[src/dz_pkg.sv]
package dz_pkg;

    // scan timing
    localparam int SCAN_DIV = 8;                 // clk cycles per row step
    localparam int SCAN_CNT_W = $clog2(SCAN_DIV);

    // panel geometry
    localparam int ROWS = 8;
    localparam int COLS = 8;
    localparam int ROW_W = 3;
    localparam logic [ROW_W-1:0] LAST_ROW = ROW_W'(ROWS - 1);

    // blink schedule, visible phase then blank phase
    localparam int BLINK_FRAMES = 2;
    localparam int BLINK_CNT_W = $clog2(2 * BLINK_FRAMES);

    // glyph numbers
    localparam int GLYPH_W = 3;
    localparam logic [GLYPH_W-1:0] GLYPH_BLANK = 3'd0;
    localparam logic [GLYPH_W-1:0] GLYPH_L1 = 3'd1;   // red only
    localparam logic [GLYPH_W-1:0] GLYPH_L2 = 3'd2;
    localparam logic [GLYPH_W-1:0] GLYPH_L3 = 3'd3;
    localparam logic [GLYPH_W-1:0] GLYPH_L4 = 3'd4;

endpackage

[src/dz_scan_if.sv]
`timescale 1ns/10ps

interface dz_scan_if
    import dz_pkg::*;
();

    logic               tick;          // one clk wide scan strobe
    logic [ROW_W-1:0]   row_idx;
    logic               frame_start;   // tick that wraps row_idx to 0
    logic [GLYPH_W-1:0] glyph;         // frame-latched glyph number
    logic               blank;

    modport scanner (
        input  tick,
        output row_idx,
        output frame_start
    );

    modport control (
        input  tick,
        input  frame_start,
        output glyph,
        output blank
    );

    modport store (
        input  row_idx,
        input  glyph,
        input  blank
    );

endinterface

[src/scan_tick_gen.sv]
`timescale 1ns/10ps

module scan_tick_gen
    import dz_pkg::*;
(
    input  logic clk,
    input  logic rst,
    output logic tick
);

    logic [SCAN_CNT_W-1:0] div_cnt;

    always_ff @(posedge clk or posedge rst)
    begin
        if (rst)
        begin
            div_cnt <= '0;
            tick    <= 1'b0;
        end
        else if (div_cnt == SCAN_CNT_W'(SCAN_DIV - 1))
        begin
            div_cnt <= '0;
            tick    <= 1'b1;   // first one SCAN_DIV cycles out of reset
        end
        else
        begin
            div_cnt <= div_cnt + 1'b1;
            tick    <= 1'b0;
        end
    end

    // strobe must never stretch, row scan counts every high cycle
    a_tick_single: assert property (
        @(posedge clk) disable iff (rst) tick |=> !tick
    ) else $error("scan tick high on two cycles in a row");

endmodule

[src/dz_row_scan.sv]
`timescale 1ns/10ps

module dz_row_scan
    import dz_pkg::*;
(
    input  logic            clk,
    input  logic            rst,
    dz_scan_if.scanner      scan,
    output logic [ROWS-1:0] row
);

    logic started;   // set by the first tick

    assign scan.frame_start = scan.tick && (scan.row_idx == LAST_ROW);

    always_ff @(posedge clk or posedge rst)
    begin
        if (rst)
        begin
            scan.row_idx <= LAST_ROW;   // first tick lands on row 0
            started      <= 1'b0;
        end
        else if (scan.tick)
        begin
            started <= 1'b1;
            if (scan.frame_start)
                scan.row_idx <= '0;
            else
                scan.row_idx <= scan.row_idx + 1'b1;
        end
    end

    // active-low row select, lags row_idx by one clk like the column bytes
    always_ff @(posedge clk or posedge rst)
    begin
        if (rst)
            row <= '1;
        else if (started)
            row <= ~(ROWS'(1) << scan.row_idx);
    end

    a_row_onehot: assert property (
        @(posedge clk) disable iff (rst) started |=> $onehot(~row)
    ) else $error("row lines not one-hot active low: %b", row);

endmodule

[src/dz_glyph_rom.sv]
`timescale 1ns/10ps

module dz_glyph_rom
    import dz_pkg::*;
(
    input  logic            clk,
    input  logic            rst,
    dz_scan_if.store        scan,
    output logic [COLS-1:0] colr,
    output logic [COLS-1:0] colg
);

    logic [COLS-1:0] outer_pat;   // rows 1 and 4
    logic [COLS-1:0] inner_pat;   // rows 2 and 3
    logic            red_only;
    logic [COLS-1:0] shape;

    // per-glyph row shapes
    always_comb
    begin
        outer_pat = '0;
        inner_pat = '0;
        red_only  = 1'b0;
        case (scan.glyph)
            GLYPH_L4:
            begin
                outer_pat = 8'h18;
                inner_pat = 8'h3c;
            end
            GLYPH_L3:
            begin
                outer_pat = 8'h38;
                inner_pat = 8'h7c;
            end
            GLYPH_L2:
            begin
                outer_pat = 8'h3c;
                inner_pat = 8'h7e;
            end
            GLYPH_L1:
            begin
                outer_pat = 8'h3c;
                inner_pat = 8'h20;
                red_only  = 1'b1;
            end
            default:
            begin
                outer_pat = '0;   // blank glyphs
                inner_pat = '0;
            end
        endcase
    end

    always_comb
    begin
        case (scan.row_idx)
            3'd1, 3'd4: shape = outer_pat;
            3'd2, 3'd3: shape = inner_pat;
            default:    shape = '0;
        endcase
    end

    // registered so columns line up with the row register
    always_ff @(posedge clk or posedge rst)
    begin
        if (rst)
        begin
            colr <= '0;
            colg <= '0;
        end
        else
        begin
            colr <= scan.blank ? '0 : shape;
            colg <= (scan.blank || red_only) ? '0 : shape;
        end
    end

endmodule

[src/dz_ctrl.sv]
`timescale 1ns/10ps

module dz_ctrl
    import dz_pkg::*;
(
    input  logic               clk,
    input  logic               rst,
    input  logic [GLYPH_W-1:0] num,
    input  logic               blink_en,
    dz_scan_if.control         scan
);

    localparam logic [BLINK_CNT_W-1:0] LAST_BLINK = BLINK_CNT_W'(2 * BLINK_FRAMES - 1);
    localparam logic [BLINK_CNT_W-1:0] BLANK_FROM = BLINK_CNT_W'(BLINK_FRAMES);

    logic                   frame_tick;
    logic [BLINK_CNT_W-1:0] frame_cnt;   // index of the frame about to start

    assign frame_tick = scan.frame_start;   // scanner qualifies it with tick

    // glyph only moves on a frame boundary
    always_ff @(posedge clk or posedge rst)
    begin
        if (rst)
            scan.glyph <= GLYPH_BLANK;
        else if (frame_tick)
            scan.glyph <= num;
    end

    always_ff @(posedge clk or posedge rst)
    begin
        if (rst)
        begin
            frame_cnt  <= '0;
            scan.blank <= 1'b0;
        end
        else if (frame_tick)
        begin
            if (!blink_en)
            begin
                frame_cnt  <= '0;
                scan.blank <= 1'b0;
            end
            else
            begin
                scan.blank <= (frame_cnt >= BLANK_FROM);   // second half of the cycle
                if (frame_cnt == LAST_BLINK)
                    frame_cnt <= '0;
                else
                    frame_cnt <= frame_cnt + 1'b1;
            end
        end
        else if (!blink_en)
        begin
            frame_cnt <= '0;   // blinking restarts visible
        end
    end

    // frame_start comes from the row scanner and must ride on a tick
    a_glyph_at_frame: assert property (
        @(posedge clk) disable iff (rst) !(scan.tick && scan.frame_start) |=> $stable(scan.glyph)
    ) else $error("glyph changed outside a frame start");

endmodule

[src/dz_panel_top.sv]
`timescale 1ns/10ps

module dz_panel_top
    import dz_pkg::*;
(
    input  logic               clk,
    input  logic               rst,
    input  logic [GLYPH_W-1:0] num,
    input  logic               blink_en,
    output logic [ROWS-1:0]    row,    // active low
    output logic [COLS-1:0]    colr,
    output logic [COLS-1:0]    colg
);

    logic tick;

    dz_scan_if scan_if ();

    assign scan_if.tick = tick;

    scan_tick_gen u_tick (
        .clk  (clk),
        .rst  (rst),
        .tick (tick)
    );

    dz_row_scan u_row_scan (
        .clk  (clk),
        .rst  (rst),
        .scan (scan_if.scanner),
        .row  (row)
    );

    dz_ctrl u_ctrl (
        .clk      (clk),
        .rst      (rst),
        .num      (num),
        .blink_en (blink_en),
        .scan     (scan_if.control)
    );

    dz_glyph_rom u_rom (
        .clk  (clk),
        .rst  (rst),
        .scan (scan_if.store),
        .colr (colr),
        .colg (colg)
    );

endmodule

[config.mk]
export PLATFORM = sky130hd
export DESIGN_NAME = dz_panel_top
export DESIGN_NICKNAME = d
export VERILOG_FILES = /design/src/dz_pkg.sv /design/src/dz_scan_if.sv /design/src/scan_tick_gen.sv /design/src/dz_row_scan.sv /design/src/dz_glyph_rom.sv /design/src/dz_ctrl.sv /design/src/dz_panel_top.sv
export SDC_FILE = /design/constraint.sdc
export NUM_CORES = 1
export LEC_CHECK = 0
export BUFFER_PORTS_ARGS = -buffer_cell sky130_fd_sc_hd__clkbuf_2
export CAP_MARGIN = 20
export CORE_UTILIZATION = 57
export DETAILED_ROUTE_END_ITERATION = 10
export PLACE_DENSITY_LB_ADDON = 0.2
export SYNTH_ARGS = -nofsm -noshare
export SYNTH_HDL_FRONTEND = slang
export SYNTH_SLANG_ARGS = --single-unit
[constraint.sdc]
create_clock -name clk -period 3.6 [get_ports clk]
set_input_delay 0.54 -clock clk [delete_from_list [all_inputs] [get_ports clk]]
set_output_delay 0.54 -clock clk [all_outputs]
set_load 0.02 [all_outputs]
==> results.txt <==
# Post-CTS Setup Buffers - 0
origin of the worst setup path - u_row_scan.scan.row_idx[0]$_DFFE_PP1P_
share of cells above drive strength 1 - 39.31%
CTS sink cnt - 32
worst hold slack - 199.7 ps
Post-synth EDFFs - 0
DR DRC count - 0
Achievable Freq - 0.6110 GHz
DP Wirelength - 1.728 mm
most frequent cells in the layout - clkbuf_2, dfrtp_1, nor2_1, dfstp_2
worst skew pair latency - 320 ps
average size of a mapped cell - 12.48 um^2
Via density - 5.335
Final Hold Fails - 0
via count - 923
Starting Density - 62.47%
Max clock buf depth - 2
CTS-repair resized insts - 0
Leakage - 0.8743 nW
R2R depth - 5
CTS buffer count - 5
clk root buf - clkbuf_4
Crit. End Element - flip-flop
most common cell after layout, fill and taps aside - clkbuf_2
setup TNS - 0 ps
DRT antenna net count - 0
CP Max Fanout - 5
Hold WC Path Type - input port to async pin
Total GRT Usage - 20.96%
Die ar. - 2722 um^2
hold buffers post-CTS - 0
main flop type after synthesis - dfrtp_1
PortBufs - 25
Final nets - 160
skew final - 7.855 ps
initial antenna violation count - 0
Yosys reg bits - 32
Worst-path clk slew - 90 ps
area delta synth->final - 14.47%
final core occ - 71.51%
maximum VDD drop - 0.2529 mV
RSZ-0062 raised after global routing - false
Final Max Tran Viols - 0
first-pass GRT wire length - 3.939 mm
largest net degree at the start of global routing - 24
reg-to-reg endpoint - u_rom.colg[4]$_DFF_PP0_
worst flop-to-flop path startpoint - u_row_scan.scan.row_idx[0]$_DFFE_PP1P_
Synth Cell Area - 1435 um^2
grt ovf - 0
number of diodes - 0
crit path kind - flip-flop to flip-flop
count of cell types in the netlist - 36
Seq/Total Area, Yosys - 56.76%
critical path required time - 3800 ps
Post-Synthesis Cells - 115
power per cell area - 360.8 nW/um^2
fraction of registers with async set or reset after synthesis - 100.0%
Max Cap Violations - 0
die height - 52.18 um
# rows - 17
Critical Path Start Type - flip-flop
crit path capture - u_rom.colg[4]$_DFF_PP0_
routability congestion estimate - 0.7541
critical path arrival - 1830 ps
run status - completed
Yosys warning count - 0
DRT Pass-1 Iters - 4
routed length per instance - 13.71 um
vias in the first global route - 880
WL final - 2.372 mm
Final Power - 592.7 uW
DRT iter0 DRCs - 6
Final setup viols - 0
final period utilization - 45.46%
CTS tree - done
core footprint - 2297 um^2
htree depth - 2
crit path time final - 1637 ps
R2R setup slack - 1960 ps
boundary pin count - 30
Chip Width - 52.18 um
fillers - 170
==> cells in the mapped netlist (3+ instances only) <==
| cell type | n | area [um^2] |
|---|---|---|
| mux2_2 | 3 | 33.78 |
| ha_1 | 10 | 125.1 |
| nor2_1 | 11 | 41.29 |
| dfstp_2 | 11 | 289.0 |
| buf_4 | 6 | 45.04 |
| nand2_1 | 4 | 15.01 |
| mux2i_1 | 5 | 50.05 |
| inv_1 | 10 | 37.54 |
| dfrtp_1 | 21 | 525.5 |
| a31oi_1 | 5 | 31.28 |
==> through the flow <==
step / area (um^2) / std cells / setup slack [ps]
finish: 1643 / 173 / 1963
global route: 1643 / 173 / 1867
CTS: 1643 / 173 / 1978
detailed placement: 1584 / 165 / 2008
global placement: 1556 / 164 / 2049
floorplan: 1446 / 118 / 2102
==> registers in the layout, indices dropped and copies added, names as in the netlist <==
name                     count
u_row_scan.row               8
u_rom.colg                   5
u_rom.colr                   5
u_ctrl.scan.glyph            3
u_row_scan.scan.row_idx      3
u_tick.div_cnt               3
u_ctrl.frame_cnt             2
u_ctrl.scan.blank            1
u_row_scan.started           1
u_tick.tick                  1
==> cell type report <==
class / instances / area (um^2) / share of cell area (%)
sequential: 32 / 814.5 / 49.58
timing repair buffer: 26 / 152.6 / 9.292
clock buffer: 8 / 58.81 / 3.580
inverter: 10 / 37.54 / 2.285
multi-input combinational: 69 / 544.3 / 33.13
tap: 28 / 35.03 / 2.133
==> cells by family after synthesis <==
kind of cell | after synthesis | synth area share, %
compound gates | 16 | 9.591
fa+ha+maj | 10 | 8.718
buf+inv | 17 | 6.103
flops | 32 | 56.76
mux | 9 | 6.887
other cells | 1 | 0.2613
simple gates | 30 | 11.68
==> where the power goes <==
group	switching [mW]	internal [mW]	total, mW
sequential	0.00410	0.362	0.366
combinational	0.0135	0.00795	0.0214
clock	0.109	0.0963	0.206
==> per-layer routing <==
metal / vias up / global-route usage [%] / share of wire (%)
li1: 439 / - / -
met1: 455 / 25.38 / 44
met2: 24 / 33.97 / 51
met3: 5 / 6.087 / 3.6
met4: 0 / 10.53 / 1.4
met5: - / 0 / 0
==> worst max-delay path: stages, from the launching register on <==
cell     delay, ps
dfstp_2        560
inv_1           80
ha_1           240
mux2_4         300
nor3_2         230
nor3_1          90
==> worst min-delay path by stage <==
stage,to,slack (ps),cells after the start
floorplan,u_tick.div_cnt[0]$_DFF_PP0_,400,1
global placement,u_tick.div_cnt[0]$_DFF_PP0_,420,1
detailed placement,u_tick.div_cnt[0]$_DFF_PP0_,420,1
CTS,u_ctrl.frame_cnt[1]$_DFFE_PP0P_,200,2
global route,u_ctrl.scan.blank$_DFFE_PP0P_,220,2
finish,u_ctrl.frame_cnt[1]$_DFFE_PP0P_,200,2
No activity file was read; power rests on OpenSTA's default activity.
